<file path="src/design/video_defs.svh">
/*
 * widths and download region map for the palette subsystem
 * regions are 32 bytes each, picked by the top two download address bits
 */

`ifndef VIDEO_DEFS_SVH
`define VIDEO_DEFS_SVH

// palette PROM address width, 32 entries per PROM
`define VIDEO_PAL_AW 5

// download address width, four regions of 32 bytes
`define VIDEO_DL_AW 7

// region codes, compared against dl_addr[VIDEO_DL_AW-1:VIDEO_PAL_AW]
`define VIDEO_REG_BAK 2'd0
// object palette split in two 4-bit PROMs
`define VIDEO_REG_OBJ_LO 2'd1
`define VIDEO_REG_OBJ_HI 2'd2
`define VIDEO_REG_TXT 2'd3

`endif
</file>
<file path="src/design/video_pkg.sv">
/*
 * video_pkg: colour code, RGB and download typedefs
 * plus the layer select enum used by the mixer
 */

`default_nettype none

`include "video_defs.svh"

package video_pkg;

    // palette PROM address
    typedef logic [`VIDEO_PAL_AW-1:0] pal_addr_t;

    // per layer colour codes
    typedef logic [4:0] bak_code_t;
    typedef logic [2:0] obj_bank_t;
    // 0 is transparent
    typedef logic [1:0] obj_pix_t;
    typedef logic [3:0] txt_code_t;

    // red 3, green 3, blue 2 from the MSB down
    typedef logic [7:0] rgb_t;

    // download stream
    typedef logic [`VIDEO_DL_AW-1:0] dl_addr_t;
    typedef logic [7:0] dl_byte_t;

    // winning layer for one pixel
    typedef enum logic [1:0] {
        LAYER_NONE,
        LAYER_TXT,
        LAYER_OBJ,
        LAYER_BAK
    } layer_t;

endpackage

`default_nettype wire

</file>
<file path="src/design/video_top.sv">
/*
 * video_top: palette download loader and colour mixer
 */

`default_nettype none

`include "video_defs.svh"

module video_top (
    input  wire                        clk,
    input  wire                        rst,
    input  wire                        cen,
    input  wire                        dl_we,
    input  wire [`VIDEO_DL_AW-1:0]     dl_addr,
    input  wire video_pkg::dl_byte_t   dl_data,
    input  wire                        hblank_n,
    input  wire                        vblank_n,
    input  wire video_pkg::bak_code_t  bakc,
    input  wire video_pkg::obj_bank_t  objc,
    input  wire video_pkg::obj_pix_t   objv,
    input  wire video_pkg::txt_code_t  txtc,
    input  wire                        txtv,
    output wire [2:0]                  red,
    output wire [2:0]                  green,
    output wire [1:0]                  blue
);

    // loader to mixer
    wire [`VIDEO_PAL_AW-1:0] pal_wr_addr;
    video_pkg::dl_byte_t     pal_wr_data;
    wire                     bak_we;
    wire                     objlo_we;
    wire                     objhi_we;
    wire                     txt_we;

    prom_loader u_loader (
        .clk         (clk),
        .rst         (rst),
        .dl_we       (dl_we),
        .dl_addr     (dl_addr),
        .dl_data     (dl_data),
        .pal_wr_addr (pal_wr_addr),
        .pal_wr_data (pal_wr_data),
        .bak_we      (bak_we),
        .objlo_we    (objlo_we),
        .objhi_we    (objhi_we),
        .txt_we      (txt_we)
    );

    colour_mixer u_mixer (
        .clk         (clk),
        .rst         (rst),
        .cen         (cen),
        .hblank_n    (hblank_n),
        .vblank_n    (vblank_n),
        .bakc        (bakc),
        .objc        (objc),
        .objv        (objv),
        .txtc        (txtc),
        .txtv        (txtv),
        .pal_wr_addr (pal_wr_addr),
        .pal_wr_data (pal_wr_data),
        .bak_we      (bak_we),
        .objlo_we    (objlo_we),
        .objhi_we    (objhi_we),
        .txt_we      (txt_we),
        .red         (red),
        .green       (green),
        .blue        (blue)
    );

endmodule

`default_nettype wire

</file>
<file path="src/design/colour_mixer.sv">
/*
 * colour_mixer: fixed layer priority, four palette PROMs
 * and the registered 3-3-2 RGB output, two cen stages deep
 */

`default_nettype none

`include "video_defs.svh"

module colour_mixer (
    input  wire                        clk,
    input  wire                        rst,
    input  wire                        cen,
    input  wire                        hblank_n,
    input  wire                        vblank_n,
    input  wire video_pkg::bak_code_t  bakc,
    input  wire video_pkg::obj_bank_t  objc,
    input  wire video_pkg::obj_pix_t   objv,
    input  wire video_pkg::txt_code_t  txtc,
    input  wire                        txtv,
    input  wire video_pkg::pal_addr_t  pal_wr_addr,
    input  wire video_pkg::dl_byte_t   pal_wr_data,
    input  wire                        bak_we,
    input  wire                        objlo_we,
    input  wire                        objhi_we,
    input  wire                        txt_we,
    output logic [2:0]                 red,
    output logic [2:0]                 green,
    output logic [1:0]                 blue
);

    video_pkg::rgb_t      bak_rgb;
    video_pkg::rgb_t      obj_rgb;
    video_pkg::rgb_t      txt_rgb;
    video_pkg::rgb_t      mix_rgb;
    video_pkg::rgb_t      rgb_q;
    video_pkg::pal_addr_t obj_addr;
    video_pkg::pal_addr_t txt_addr;
    video_pkg::layer_t    sel_next;
    video_pkg::layer_t    sel;

    // bank in the high bits, pixel value below
    assign obj_addr = {objc, objv};
    // text codes only reach the lower half of the PROM
    assign txt_addr = {{(`VIDEO_PAL_AW - $bits(video_pkg::txt_code_t)){1'b0}}, txtc};

    // priority on the raw pixel inputs
    always_comb begin
        if (!txtv) begin
            sel_next = video_pkg::LAYER_TXT;    // txtv is active low
        end else if (objv != '0) begin
            sel_next = video_pkg::LAYER_OBJ;
        end else if (hblank_n && vblank_n) begin
            sel_next = video_pkg::LAYER_BAK;
        end else begin
            sel_next = video_pkg::LAYER_NONE;   // blanked, black
        end
    end

    // stage 1, in step with the PROM reads
    always_ff @(posedge clk) begin
        if (rst) begin
            sel <= video_pkg::LAYER_NONE;
        end else if (cen) begin
            sel <= sel_next;
        end
    end

    // pick the registered palette word
    always_comb begin
        case (sel)
            video_pkg::LAYER_TXT: mix_rgb = txt_rgb;
            video_pkg::LAYER_OBJ: mix_rgb = obj_rgb;
            video_pkg::LAYER_BAK: mix_rgb = bak_rgb;
            default:              mix_rgb = '0;
        endcase
    end

    // stage 2, output register
    always_ff @(posedge clk) begin
        if (rst) begin
            rgb_q <= '0;
        end else if (cen) begin
            rgb_q <= mix_rgb;
        end
    end

    assign {red, green, blue} = rgb_q;

    // background palette
    palette_prom #(.WIDTH(8)) u_bak_prom (
        .clk     (clk),
        .cen     (cen),
        .rd_addr (bakc),
        .wr_addr (pal_wr_addr),
        .we      (bak_we),
        .wr_data (pal_wr_data),
        .q       (bak_rgb)
    );

    // object palette, low nibble from its own region
    palette_prom #(.WIDTH(4)) u_objlo_prom (
        .clk     (clk),
        .cen     (cen),
        .rd_addr (obj_addr),
        .wr_addr (pal_wr_addr),
        .we      (objlo_we),
        .wr_data (pal_wr_data[3:0]),
        .q       (obj_rgb[3:0])
    );

    // high nibble takes the upper data bits
    palette_prom #(.WIDTH(4)) u_objhi_prom (
        .clk     (clk),
        .cen     (cen),
        .rd_addr (obj_addr),
        .wr_addr (pal_wr_addr),
        .we      (objhi_we),
        .wr_data (pal_wr_data[7:4]),
        .q       (obj_rgb[7:4])
    );

    // text palette
    palette_prom #(.WIDTH(8)) u_txt_prom (
        .clk     (clk),
        .cen     (cen),
        .rd_addr (txt_addr),
        .wr_addr (pal_wr_addr),
        .we      (txt_we),
        .wr_data (pal_wr_data),
        .q       (txt_rgb)
    );

endmodule

`default_nettype wire

</file>
<file path="src/design/prom_loader.sv">
/*
 * prom_loader: byte download decoder
 * registers address and data, one registered write strobe per palette PROM
 */

`default_nettype none

`include "video_defs.svh"

module prom_loader (
    input  wire                        clk,
    input  wire                        rst,
    input  wire                        dl_we,
    input  wire video_pkg::dl_addr_t   dl_addr,
    input  wire video_pkg::dl_byte_t   dl_data,
    output video_pkg::pal_addr_t       pal_wr_addr,
    output video_pkg::dl_byte_t        pal_wr_data,
    output logic                       bak_we,
    output logic                       objlo_we,
    output logic                       objhi_we,
    output logic                       txt_we
);

    // top bits pick the PROM
    logic [`VIDEO_DL_AW-`VIDEO_PAL_AW-1:0] region;
    // low bits are the entry inside it
    video_pkg::pal_addr_t                  entry;

    assign region = dl_addr[`VIDEO_DL_AW-1:`VIDEO_PAL_AW];
    assign entry  = dl_addr[`VIDEO_PAL_AW-1:0];

    // payload, only captured with a valid byte
    // so address and data are settled while the strobe is up
    always_ff @(posedge clk) begin
        if (dl_we) begin
            pal_wr_addr <= entry;
            pal_wr_data <= dl_data;
        end
    end

    // one strobe for one clock after the byte
    always_ff @(posedge clk) begin
        if (rst) begin
            bak_we   <= 1'b0;
            objlo_we <= 1'b0;
            objhi_we <= 1'b0;
            txt_we   <= 1'b0;
        end else begin
            bak_we   <= 1'b0;
            objlo_we <= 1'b0;
            objhi_we <= 1'b0;
            txt_we   <= 1'b0;
            if (dl_we) begin
                case (region)
                    `VIDEO_REG_BAK:    bak_we   <= 1'b1;
                    `VIDEO_REG_OBJ_LO: objlo_we <= 1'b1;
                    `VIDEO_REG_OBJ_HI: objhi_we <= 1'b1;
                    `VIDEO_REG_TXT:    txt_we   <= 1'b1;
                endcase
            end
        end
    end

endmodule

`default_nettype wire

</file>
<file path="src/design/palette_prom.sv">
/*
 * palette_prom: 32-entry writeable palette memory
 * write on any clock with we, registered read on cen only
 */

`default_nettype none

`include "video_defs.svh"

module palette_prom #(
    parameter int WIDTH = 8
) (
    input  wire                       clk,
    input  wire                       cen,
    input  wire video_pkg::pal_addr_t rd_addr,
    input  wire video_pkg::pal_addr_t wr_addr,
    input  wire                       we,
    input  wire [WIDTH-1:0]           wr_data,
    output logic [WIDTH-1:0]          q
);

    // contents come from the download, no init
    logic [WIDTH-1:0] mem [0:(1 << `VIDEO_PAL_AW)-1];

    // loader strobe, not tied to the pixel rate
    always_ff @(posedge clk) begin
        if (we) begin
            mem[wr_addr] <= wr_data;
        end
    end

    // first pipeline stage of the mixer
    // holds while cen is low
    always_ff @(posedge clk) begin
        if (cen) begin
            q <= mem[rd_addr];
        end
    end

endmodule

`default_nettype wire

</file>
<file path="config.mk">
export PLATFORM = sky130hd
export DESIGN_NAME = video_top
export DESIGN_NICKNAME = d
export VERILOG_FILES = /design/src/design/video_pkg.sv /design/src/design/video_top.sv /design/src/design/colour_mixer.sv /design/src/design/prom_loader.sv /design/src/design/palette_prom.sv
export VERILOG_INCLUDE_DIRS = /design/src /design/src/design
export SDC_FILE = /design/constraint.sdc
export NUM_CORES = 1
export LEC_CHECK = 0
export BUFFER_PORTS_ARGS = -buffer_cell sky130_fd_sc_hd__buf_4
export CORE_AREA = 2 2 280 282
export DETAILED_ROUTE_END_ITERATION = 10
export DIE_AREA = 0 0 282 284
export GPL_TIMING_DRIVEN = 0
export PLACE_DENSITY_LB_ADDON = 0.08
export REMOVE_ABC_BUFFERS = 1
export SYNTH_ARGS = -nofsm -noshare
export SYNTH_HDL_FRONTEND = slang
export SYNTH_SLANG_ARGS = --single-unit
</file>
<file path="constraint.sdc">
create_clock -name clk -period 3.3 [get_ports clk]
set_input_delay 0.165 -clock clk [delete_from_list [all_inputs] [get_ports clk]]
set_output_delay 0.165 -clock clk [all_outputs]
set_load 0.03 [all_outputs]
</file>
Yosys cells after proc, flatten, opt, wreduce, memory -nomap -nowiden
Memories as Yosys holds them, arrays and structs flattened. A register that Yosys moved wholly into a read port is not among the register bits.
Index checks and enable logic that the tools add are counted.
{ "word_totals": {"out_inout_bits": 8, "ramBits": 768, "wordCells": 39, "memories": 4, "regBits": 27, "inputBits": 36} }
{ "memory_table": {"columns": ["name", "words", "word_bits", "read_ports", "rd_ports_with_merged_regs", "wr", "line_no", "source"], "rows": [
  ["u_mixer.u_bak_prom.mem", 32, 8, 1, 1, 1, "palette_prom.sv:23", "logic [WIDTH-1:0] mem [0:(1 << `VIDEO_PAL_AW)-1];"],
  ["u_mixer.u_txt_prom.mem", 32, 8, 1, 1, 1, "palette_prom.sv:23", null],
  ["u_mixer.u_objhi_prom.mem", 32, 4, 1, 1, 1, "palette_prom.sv:23", null],
  ["u_mixer.u_objlo_prom.mem", 32, 4, 1, 1, 1, "palette_prom.sv:23", null]
]} }
{ "op_classes": {"mux": 16, "n_bitwise": 1, "n_reduce_logical": 4, "n_eq_ne": 6} }
{ "op_table": {"columns": ["op", "count"], "rows": [
  ["$pmux W8 S3", 1],
  ["$mux W1", 12],
  ["$eq A2 B2 Y1 const B", 4],
  ["$mux W2", 3],
  ["$eq A2 B1 Y1 const B", 2],
  ["$logic_not A2 Y1", 1],
  ["$reduce_bool A2 Y1", 1],
  ["$reduce_or A2 Y1", 1],
  ["$logic_and A1 B1 Y1", 1],
  ["$not A1 Y1", 1]
]} }

Logic depth before layout (Yosys ltp)
Gate-level depths: netlist (run 1).
{ "logic_depth": {"depth_word": 4, "depth_mapped": 5, "depth_no_buf": 3} }

By module
A second synthesis (run 1) with hierarchy kept.
{ "unflattened": {"cells_unflattened": 1383, "area_unflattened_um2": 31709.2} }
{ "modules_own_cells": {"columns": ["module", "area_each_um2", "instances", "seq_area_each_um2", "cells_per_inst"], "rows": [
  ["palette_prom at u_mixer.u_bak_prom ...", 10133.5, 2, 7927.6, 417],
  ["palette_prom at u_mixer.u_objhi_prom ...", 5178.7, 2, 3963.8, 231],
  ["colour_mixer", 564.3, 1, 200.2, 66],
  ["prom_loader", 520.5, 1, 470.5, 21]
]} }

Worst setup path before layout (run 1)
Ideal clock, no wire load.
{ "synth_path": {"path_kind": "input to register", "start": "in bakc[2]", "end": "reg u_mixer.u_bak_prom.q[0], read port of u_mixer.u_bak_prom.mem (data pin)", "slack_ns": 1.193, "setup_time_ns": 0.260, "path_buffers": 2, "path_stages": 5, "required_time_ns": 3.040, "arrival_ns": 1.847, "cell_sequence": "clkbuf_1 buf_1 mux4_2 mux4_2 mux2_2"} }
{ "synth_rtl": {"columns": ["element", "line_no", "source"], "rows": [
  ["start: declaration", "video_top.sv:18", "input wire video_pkg::bak_code_t bakc,"],
  ["end: declaration", "palette_prom.sv:19", "output logic [WIDTH-1:0] q"]
]} }

Final worst setup path (run 1)
{ "layout_path": {"start": "reg u_loader.pal_wr_addr[4]", "end": "mem u_mixer.u_txt_prom.mem[5][2], enable pin"} }
{ "layout_rtl": {"columns": ["element", "line_no", "source"], "rows": [
  ["start: declaration", "prom_loader.sv:16", "output video_pkg::pal_addr_t pal_wr_addr,"],
  ["start signal: assignment", "prom_loader.sv:36", "pal_wr_addr <= entry;"],
  ["end: declaration", "palette_prom.sv:23", null]
]} }
Straight into the memory's write port.

==> metrics.md, run 1 <==
| Metric | Value |
|---|---|
| Post-synth EDFFs | 677 |
| Cell Area, Synth | 26,800 µm² |
| Final GP Congestion | 0.706 |
| Resize count post-CTS | 0 |
| Gate Count Post-Synth | 1,177 |
| CP required | 3.53 ns |
| Worst Setup SP | u_loader.pal_wr_addr[4] |
| P_int | 15,000 µW |
| Synth Area in Adders | 0% |
| Pwr dens | 605 nW/µm² |
| Final WS setup | 0.520 ns |
| First-pass GRT wire length | 89,500 µm |
| Final Cell Area | 31,400 µm² |
| Vias | 11,800 |
| Overall Global Routing Usage | 15.8% |
| Worst r2r src | u_loader.pal_wr_addr[4] |
| Switching share of power | 21.2% |
| Slew Limit Fails | 0 |
| Max clock buf depth | 3 |
| Row count | 102 |
| Placed inst area | 28,900 µm² |
| Critical path startpoint category | register |
| Clock skew | 0.0187 ns |
| Drt pass-1 iters | 5 |
| Ports | 44 |
| WL final | 61,900 µm |
| Clock root cell | clkbuf_16 |
| Hold slack | 0.0454 ns |
| Port-buffer cells | 43 |
| DP HPWL | 40,600 µm |
| TNS Setup | 0 ns |
| ANT nets after route | 0 |
| Slew headroom | 20.2% |
| Post-synthesis xor/xnor area fraction | 0% |
| Worst Path Max Fanout | 8 |
| Grt total ovfl | 0 |
| Final period util | 84.2% |
| Synth Area in Compound Gates | 0.522% |
| Simple-gate share of the synthesized area | 3.74% |
| H-tree depth | 3 |
| Peak VDD IR | 0.344 mV |
| F_max | 360 MHz |
| Outcome | finished clean |
| Die width | 282 µm |
| Ys async rst share | 0% |
| Pre-CTS setup slack | 0.408 ns |
| Clk pwr share | 42.6% |
| Hold Crit Class | primary input to register |
| Ys Warns | 0 |
| Sw Pwr | 4020 µW |
| Vias per cell | 4.95 |
| Final nets | 1,317 |
| # setup viols final | 0 |
| Minimum clock period | 2.78 ns |
| Mux share of post-synthesis cell area | 17.8% |
| Nature of the critical path endpoint | register |
| Fillcell total | 6,738 |
| Setup CP Type | register to register |
| Non-Filler Instances | 2,377 |
| Share of layout cells above drive strength 1 | 29.8% |
| Post-synthesis sequential area ratio | 76.8% |
| Final Hold Fails | 0 |
| Post-synthesis register bit count | 691 |
| Cell with the most instances after synthesis | edfxtp_1 |
| CTS Buf Count | 76 |
| Largest family of logic cells by synthesized area | multiplexers |
| Mean Syn Cell Area | 22.8 µm² |
| Comb power frac | 5.6% |
| Largest area contributor in the netlist | edfxtp_1 |
| Area contributors post-synth | edfxtp_1, mux4_2, and2_1, dfxtp_1, mux2_2 |
| Worst Tran Pin Value | 1.20 ns |
| Worst-Skew Late Latency | 0.60 ns |
| Synthesis-to-finish area growth | 17.0% |
| RSZ-0062 raised after global routing | no |
| Synth top cells by count | edfxtp_1, mux4_2, and2_1, nor2_1, clkbuf_1 |
| Number of diodes | 0 |
| Post-synthesis cell type count | 28 |
| Die area | 80,100 µm² |
| Routed len/inst | 26.0 µm |
| Initial Utilization | 34.9% |
| Clock sinks | 691 |
| DP Cell Count | 2,220 |
| DR DRC count | 0 |
| 1st-iter DRT viols | 963 |
| Core area | 77,000 µm² |
| Clk slew on worst S/H paths | 0.05 ns |
| Largest net degree at the start of global routing | 65 |
| Vias in the first global route | 12,400 |
| Maxcap violations | 0 |
| Start point of the worst hold path | bakc[3] |
| Die H | 284 µm |
| CTS tree | done |
| Leak | 0.00984 µW |
| Antenna violations before repair | 9 |
| Post-CTS setup repair buffer count | 0 |
| Flop pwr share | 51.8% |
| Area fraction of the dominant cell type after synthesis | 75.7% |
| Hold buffer count at CTS | 23 |
| WP data arrival | 3.01 ns |
| Top_reg_cell synth | edfxtp_1 |
## sequential cells by signal (all words and copies together) (netlist names), 4 cells and up
name                      cells
u_mixer.u_bak_prom.mem      256
u_mixer.u_objhi_prom.mem    128
u_mixer.u_objlo_prom.mem    128
u_mixer.u_txt_prom.mem      128
u_loader.pal_wr_data          8
u_mixer.rgb_q                 8
u_mixer.u_bak_prom.q          8
u_mixer.u_txt_prom.q          8
u_loader.pal_wr_addr          5
u_mixer.u_objhi_prom.q        4
u_mixer.u_objlo_prom.q        4
## path summary, 6_finish.rpt
kind              slack, ns  cells past startpoint                      endpoint
setup / recovery       0.52                      3  u_mixer.u_txt_prom.mem[5][2]
setup reg to reg       0.52                      3  u_mixer.u_txt_prom.mem[5][2]
hold / removal         0.05                      2       u_mixer.u_bak_prom.q[5]
hold reg to reg        0.48                      2              u_mixer.rgb_q[0]
## metal layers
layer	track usage [%]	share of wire [%]
met5	0	0
met4	4.45	1.8
met3	2.83	4.5
met2	24.5	47
met1	22.8	46
## per-stage QoR
step / util [%] / power [µW]
3_5_place_dp: 37.5 / 11100
3_3_place_gp: 36.6 / 11000
6_report: 40.8 / 19000
5_1_grt: 40.8 / 19600
4_1_cts: 40.8 / 19300
2_1_floorplan: - / 10500
## power groups by stage
stage / sequential [µW] / clock, µW / combinational [µW]
2_1_floorplan: 10100 / 0 / 364
3_3_place_gp: 10200 / 0 / 750
3_5_place_dp: 10000 / 0 / 1070
4_1_cts: 9850 / 8310 / 1090
5_1_grt: 9860 / 8650 / 1140
6_report: 9850 / 8090 / 1060
## critical path, stage by stage (launching register included)
cell and delay (ns):
edfxtp_1 0.54, or3b_2 0.57, nor2_1 0.76, and2_1 0.54
## cell families (layout without fill, tap and decap cells)
logic type	count (synthesis)	after routing
flops	691	691
mux	224	224
simple gates	177	177
buf+inv	66	226
compound gates	19	19
## layout by cell type, fill, tap and decap left out, drive strengths merged
| cell type | count |
|---|---|
| nand3b | 3 |
| nand3 | 2 |
| mux4 | 200 |
| or2 | 1 |
| a21oi | 1 |
| nor2b | 2 |
| and2 | 112 |
| or3b | 3 |
| clkinv | 30 |
| bufinv | 4 |
| a22oi | 8 |
| a211oi | 8 |
| nor2 | 43 |
| and3b | 1 |
| mux2 | 24 |
| dlygate4sd3 | 23 |
| nand2 | 3 |
| edfxtp | 677 |
| dfxtp | 14 |
| clkbuf | 99 |
| a31oi | 1 |
| a211o | 1 |
| nor3 | 1 |
| or3 | 1 |
| inv | 1 |
| buf | 69 |
| and3 | 1 |
| nor3b | 1 |
| nand2b | 3 |
## cell type report
class	count	area, µm²	area share (%)
sequential	691	20600	65.6
multi-input combinational	420	5920	18.8
clock buffer	99	2070	6.59
tap	1040	1300	4.14
timing repair buffer	92	1250	3.99
clock inverter	35	264	0.840
Note: power is estimated with default switching activity, not from simulation.
==> run 2, diff against run 1 <==
--- a/config.mk
+++ b/config.mk
@@ -6,10 +6,11 @@
 export SDC_FILE = /design/constraint.sdc
 export NUM_CORES = 1
 export LEC_CHECK = 0
+export ABC_AREA = 1
 export BUFFER_PORTS_ARGS = -buffer_cell sky130_fd_sc_hd__buf_4
-export CORE_AREA = 2 2 280 282
+export CORE_AREA = 2 2 292 294
 export DETAILED_ROUTE_END_ITERATION = 10
-export DIE_AREA = 0 0 282 284
+export DIE_AREA = 0 0 294 296
 export GPL_TIMING_DRIVEN = 0
 export PLACE_DENSITY_LB_ADDON = 0.08
 export REMOVE_ABC_BUFFERS = 1
==> constraint.sdc (replaced) <==
create_clock -name clk -period 2.7 [get_ports clk]
set_input_delay 0.135 -clock clk [delete_from_list [all_inputs] [get_ports clk]]
set_output_delay 0.135 -clock clk [all_outputs]
set_load 0.03 [all_outputs]
==> metrics.md, run 2 <==
| Metric | Value |
|---|---|
| CP cell instances | nor2_1 > nand2_1 > nor2_1 |
| Outcome | finished clean |
| Clk pwr share | 43.8% |
| Ports | 44 |
| Slew Limit Fails | 0 |
| Area contributors post-synth | edfxtp_1, nand2_1, nand3_1, inv_1, nor2_1 |
| Pwr dens | 718 nW/µm² |
| Port-buffer cells | 43 |
| Pre-CTS setup slack | -0.390 ns |
| WL final | 78,200 µm |
| Routed len/inst | 20.3 µm |
| Worst Path Max Fanout | 8 |
| Setup CP Type | register to register |
| Terminus of the critical flop-to-flop path | u_mixer.u_txt_prom.mem[0][4] |
| Worst-Skew Late Latency | 0.63 ns |
| DR DRC count | 0 |
| CP required | 2.93 ns |
| Largest net degree at the start of global routing | 129 |
| Final period util | 98.0% |
| Top reg by flops | u_mixer.u_bak_prom.mem |
| Switching share of power | 22.3% |
| CTS Buf Count | 77 |
| Vias per cell | 4.83 |
| P_int | 18,900 µW |
| Most frequent cells in the layout | nand2_1, edfxtp_1, nand3_1 |
| GR Layer Usage met1 | 24.6% |
| R2R depth | 3 |
| H-tree depth | 3 |
| Cell with the most instances after synthesis | nand2_1 |
| CP peak stage delay | 0.83 ns |
| Final Hold Fails | 0 |
| Post-synthesis sequential area ratio | 71.0% |
| Fin util | 40.2% |
| Final GP Congestion | 0.756 |
| DP Cell Count | 3,694 |
| Clock skew | 0.0235 ns |
| Final WS setup | 0.0529 ns |
| CP dominant cell by count | nor2_1 |
| CTS tree | done |
| Maxcap violations | 0 |
| Max reg flops | 256 |
| F_max | 378 MHz |
| Critical path startpoint category | register |
| Die area | 87,000 µm² |
| Max clock buf depth | 3 |
| Top_reg_cell synth | edfxtp_1 |
| Post-CTS setup repair buffer count | 0 |
| Share of layout cells above drive strength 1 | 7.68% |
| Commonest non-fill, non-tap cell in the layout | nand2_1 |
| Worst Tran Pin Value | 1.40 ns |
| Initial Utilization | 34.5% |
| Total chip power | 24,300 µW |
| Largest area contributor in the netlist | edfxtp_1 |
| Area fraction of the dominant cell type after synthesis | 70.0% |
| Post-synthesis register bit count | 691 |
| GRT Max-Usage Layer | met2 |
| Leak | 0.0130 µW |
| ANT nets after route | 0 |
| Nature of the critical path endpoint | register |
| Clock sinks | 691 |
| Grt total ovfl | 0 |
| Worst r2r src | u_loader.pal_wr_addr[0] |
| WP data arrival | 2.87 ns |
| Ys async rst share | 0% |
| Sw Pwr | 5430 µW |
| Post-synthesis cell type count | 21 |
| Hold slack | 0.0695 ns |
| Grt met2 use | 29.8% |
| # setup viols final | 0 |
| Row count | 107 |
| Antenna violations before repair | 0 |
| Hold EP | u_mixer.u_objlo_prom.q[0] |
| Vias | 18,700 |
| First-pass GRT wire length | 117,000 µm |
| Clk slew on worst S/H paths | 0.06 ns |
| Synthesis-to-finish area growth | 16.7% |
| Mean Syn Cell Area | 10.9 µm² |
| Core area | 84,200 µm² |
| Slew headroom | 6.97% |
| Comb power frac | 6.7% |
| Cell Area, Synth | 29,000 µm² |
| RSZ-0062 raised after global routing | no |
| Gate Count Post-Synth | 2,666 |
| Hold path cells | 3 |
| Global-route track usage on met3 | 2.93% |
| Final nets | 2,748 |
| Drt pass-1 iters | 5 |
| Non-Filler Instances | 3,864 |
| Hold Crit Class | primary input to register |
| Synth top cells by count | nand2_1, edfxtp_1, nand3_1, inv_1, nor2_1 |
| Flop pwr share | 49.4% |
| Die width | 294 µm |
| Post-synth EDFFs | 677 |
| Peak VDD IR | 0.386 mV |
| Vias in the first global route | 18,400 |
| DP HPWL | 48,900 µm |
| 1st-iter DRT viols | 1,481 |
| Minimum clock period | 2.65 ns |
| Clock root cell | clkbuf_16 |
| Overall Global Routing Usage | 18.2% |
| Reg2Reg Setup Slack | 0.05 ns |
| Ys Warns | 0 |
| Start point of the worst hold path | objc[2] |
| CP max-delay cell | nor2_1 |
| Number of diodes | 0 |
| Die H | 296 µm |
run 2: area by class of cell:
| type | count | area (µm²) |
|---|---|---|
| timing repair buffer | 109 | 1570 |
| inverter | 288 | 1090 |
| sequential | 691 | 20600 |
| tap | 1090 | 1360 |
| clock buffer | 99 | 2130 |
| multi-input combinational | 1545 | 6660 |
| fill | 8028 | 50300 |
| clock inverter | 42 | 442 |
run 2: cells by family after synthesis:
kind of cell           count (synthesis)  synth area share, %
buffers and inverters                430                 6.23
DFF                                  691                 71.0
AOI/OAI and AO/OA                    115                 2.26
and+or+nand+nor                     1430                 20.5
run 2: metal layers:
| layer | routed length, µm | vias to the layer above |
|---|---|---|
| li1 | - | 9033 |
| met1 | 35700 | 9109 |
| met2 | 36700 | 429 |
| met3 | 3720 | 108 |
| met4 | 2120 | 0 |
| met5 | 0 | - |
run 2: through the flow:
step,instance area (µm²),TNS (ns)
final,33900,0
after global routing,33900,0
after global placement,30000,-575.44
after CTS,33800,0
after detailed placement,30900,-4.86
after floorplan,28300,0
run 2: power by group through the flow:
stage	clock network, µW	registers [µW]	logic [µW]
3_3_place_gp	0	12600	1150
6_report	10700	12000	1640
3_5_place_dp	0	12300	1630
2_1_floorplan	0	12300	563
5_1_grt	11400	12000	1810
4_1_cts	11000	12000	1660
run 2: repair_timing:
action,in CTS,in global routing
endpoints found under the hold margin,75,0
gates cloned,0,0
resized for setup,4,10
endpoints found under the setup margin,32,66
hold buffers,28,0
run 2: worst max-delay path, delay by kind of cell (launching register included):
| kind | cells | cell delay [ns] |
|---|---|---|
| AND/OR/NAND/NOR | 3 | 1.78 |
| flip-flops | 1 | 0.48 |
run 2: how the worst max path moves through the flow:
stage                       startpoint                            end  slack, ns  cells past startpoint
2_1_floorplan  u_loader.pal_wr_addr[3]  u_mixer.u_bak_prom.mem[21][0]       0.82                      3
4_1_cts        u_loader.pal_wr_addr[1]  u_mixer.u_txt_prom.mem[13][7]      0.005                      3
6_report       u_loader.pal_wr_addr[0]   u_mixer.u_txt_prom.mem[0][4]       0.05                      3
3_3_place_gp                   bakc[0]        u_mixer.u_bak_prom.q[5]      -1.74                     10
3_5_place_dp                   bakc[1]        u_mixer.u_bak_prom.q[5]      -0.39                      9
5_1_grt        u_loader.pal_wr_addr[0]  u_mixer.u_bak_prom.mem[30][7]      0.004                      3
==> run 3, diff against run 2 <==
--- a/config.mk
+++ b/config.mk
@@ -8,12 +8,13 @@
 export LEC_CHECK = 0
 export ABC_AREA = 1
 export BUFFER_PORTS_ARGS = -buffer_cell sky130_fd_sc_hd__buf_4
-export CORE_AREA = 2 2 292 294
+export CORE_AREA = 2 2 207 413
 export DETAILED_ROUTE_END_ITERATION = 10
-export DIE_AREA = 0 0 294 296
+export DIE_AREA = 0 0 209 415
 export GPL_TIMING_DRIVEN = 0
 export PLACE_DENSITY_LB_ADDON = 0.08
 export REMOVE_ABC_BUFFERS = 1
+export SKIP_CTS_REPAIR_TIMING = 1
 export SYNTH_ARGS = -nofsm -noshare
 export SYNTH_HDL_FRONTEND = slang
 export SYNTH_SLANG_ARGS = --single-unit
==> metrics.md, run 3 (same netlist as run 2, synthesis figures left out) <==
| Metric | Value |
|---|---|
| Ports | 44 |
| Die H | 415 µm |
| F_max | 356 MHz |
| Fillcell total | 8,020 |
| Row count | 150 |
| Port-buffer cells | 43 |
| Clk slew on worst S/H paths | 0.06 ns |
| Terminus of the critical flop-to-flop path | u_mixer.u_bak_prom.mem[1][5] |
| Slew headroom | 13.6% |
| Number of diodes | 0 |
| Drt pass-1 iters | 5 |
| Clock sinks | 691 |
| ANT nets after route | 0 |
| Maxcap violations | 0 |
| Peak VDD IR | 0.410 mV |
| Synthesis-to-finish area growth | 15.0% |
| Leak | 0.0127 µW |
| Overall Global Routing Usage | 18.8% |
| CP required | 2.95 ns |
| WL final | 81,000 µm |
| Slew Limit Fails | 0 |
| CTS tree | done |
| Share of layout cells above drive strength 1 | 7.60% |
| Vias per cell | 4.81 |
| Minimum clock period | 2.81 ns |
| # setup viols final | 32 |
| Die area | 86,700 µm² |
| Most frequent cells in the layout | nand2_1, edfxtp_1, nand3_1 |
| Top reg by flops | u_mixer.u_bak_prom.mem |
| Reg2Reg Setup Slack | -0.11 ns |
| WP data arrival | 3.06 ns |
| CP cell instances | nor3_1 > nand2_1 > nor2_1 |
| Grt total ovfl | 0 |
| Antenna violations before repair | 1 |
| Clock root cell | clkbuf_16 |
| Routed len/inst | 21.2 µm |
| Max reg flops | 256 |
| Initial Utilization | 34.8% |
| Max clock buf depth | 3 |
| Register Area | 20,600 µm² |
| Worst Tran Pin Value | 1.29 ns |
| First-pass GRT wire length | 119,000 µm |
| Largest net degree at the start of global routing | 130 |
| Failing checks | setup timing |
| Nature of the critical path endpoint | register |
| Multi-input logic area | 6700 µm² |
| Largest delay contributor family on the critical path | simple AND/OR/NAND/NOR gates |
| Commonest non-fill, non-tap cell in the layout | nand2_1 |
| CP max-delay cell | nor3_1 |
| Clock skew | 0.0262 ns |
| Setup CP Type | register to register |
| Final Hold Fails | 0 |
| Die width | 209 µm |
| Final WS setup | -0.110 ns |
| Hold EP | u_mixer.u_objhi_prom.q[3] |
| R2R depth | 3 |
| Final nets | 2,737 |
| RSZ-0062 raised after global routing | yes |
| Final GP Congestion | 0.815 |
| Core area | 83,500 µm² |
| Worst r2r src | u_loader.pal_wr_addr[4] |
| Hold path cells | 4 |
| DP HPWL | 55,100 µm |
| Worst Path Max Fanout | 8 |
| CP Buf/Inv Count | 0 |
| Vias | 18,300 |
| Final period util | 104% |
| H-tree depth | 3 |
| Critical path startpoint category | register |
| Outcome | complete, but fails checks |
| Vias in the first global route | 18,600 |
| 1st-iter DRT viols | 1,069 |
| CP peak stage delay | 0.76 ns |
| Hold Crit Class | primary input to register |
| Hold slack | 0.0766 ns |
| DR DRC count | 0 |
| Worst-Skew Late Latency | 0.64 ns |
| Pwr dens | 684 nW/µm² |
| CTS Buf Count | 66 |
| Total chip power | 22,800 µW |
| Start point of the worst hold path | objc[1] |
-- run 3: cell count changes in the layout (fill, tap and decap cells not counted), sizes merged --
cell	previous run	this run
buf	81	82
clkinv	32	28
clkbuf	99	78
dlygate4sd3	28	27
clkinvlp	1	3
bufinv	9	5
inv	288	290
-- run 3: routing by layer --
metal	up-vias	routed length (µm)	part of all wire, %	GRT usage [%]
li1	8986	-	-	-
met1	8888	30100	37	20.1
met2	346	44900	55	36.1
met3	125	2330	2.9	2.56
met4	0	3740	4.6	8.93
met5	-	0	0	0
-- run 3: final cells by class --
class                   instances  share of cell area, %
clock buffers                  78                   5.14
clock inverters                38                   1.04
inverters                     288                   3.25
multi-input cells            1545                   20.1
flip-flops and latches        691                   61.7
well taps                    1064                   3.99
repair buffers                109                   4.80
-- run 3: worst max path at each step --
stage                             from                            end  slack [ns]  cells past startpoint
2_1_floorplan  u_loader.pal_wr_addr[3]  u_mixer.u_bak_prom.mem[21][0]        0.82                      3
3_3_place_gp                   bakc[0]        u_mixer.u_bak_prom.q[5]       -1.56                     10
3_5_place_dp                   bakc[0]        u_mixer.u_bak_prom.q[3]       -0.92                     11
4_1_cts                        bakc[0]        u_mixer.u_bak_prom.q[3]       -0.24                     11
5_1_grt        u_loader.pal_wr_addr[4]  u_mixer.u_bak_prom.mem[16][1]       -0.16                      4
6_report       u_loader.pal_wr_addr[4]   u_mixer.u_bak_prom.mem[1][5]       -0.11                      3
-- run 3: report_power, final --
group	internal, µW	leakage (µW)	switching [µW]
Sequential	11900	0.00623	77.4
Combinational	527	0.00551	1160
Clock	5060	0.00101	4070
Total	17500	0.0127	5310
-- run 3: per-stage QoR --
step                setup slack (ns)  instances  TNS [ns]  cell area, µm²  util [%]
floorplan                      0.823       2524         0           28300         -
global placement               -1.56       3631   -560.90           30000      35.9
detailed placement            -0.918       3667    -27.05           30900      37.0
CTS                           -0.238       3783    -21.01           33000      39.5
global route                  -0.159       3813    -10.30           33400      40.0
finish                        -0.110       3813     -2.11           33400      40.0
-- run 3: tightest hold or removal path: stages --
cell and delay (ns):
buf_4 0.19, nand3_1 0.11, nand3_1 0.07, nand2_1 0.08
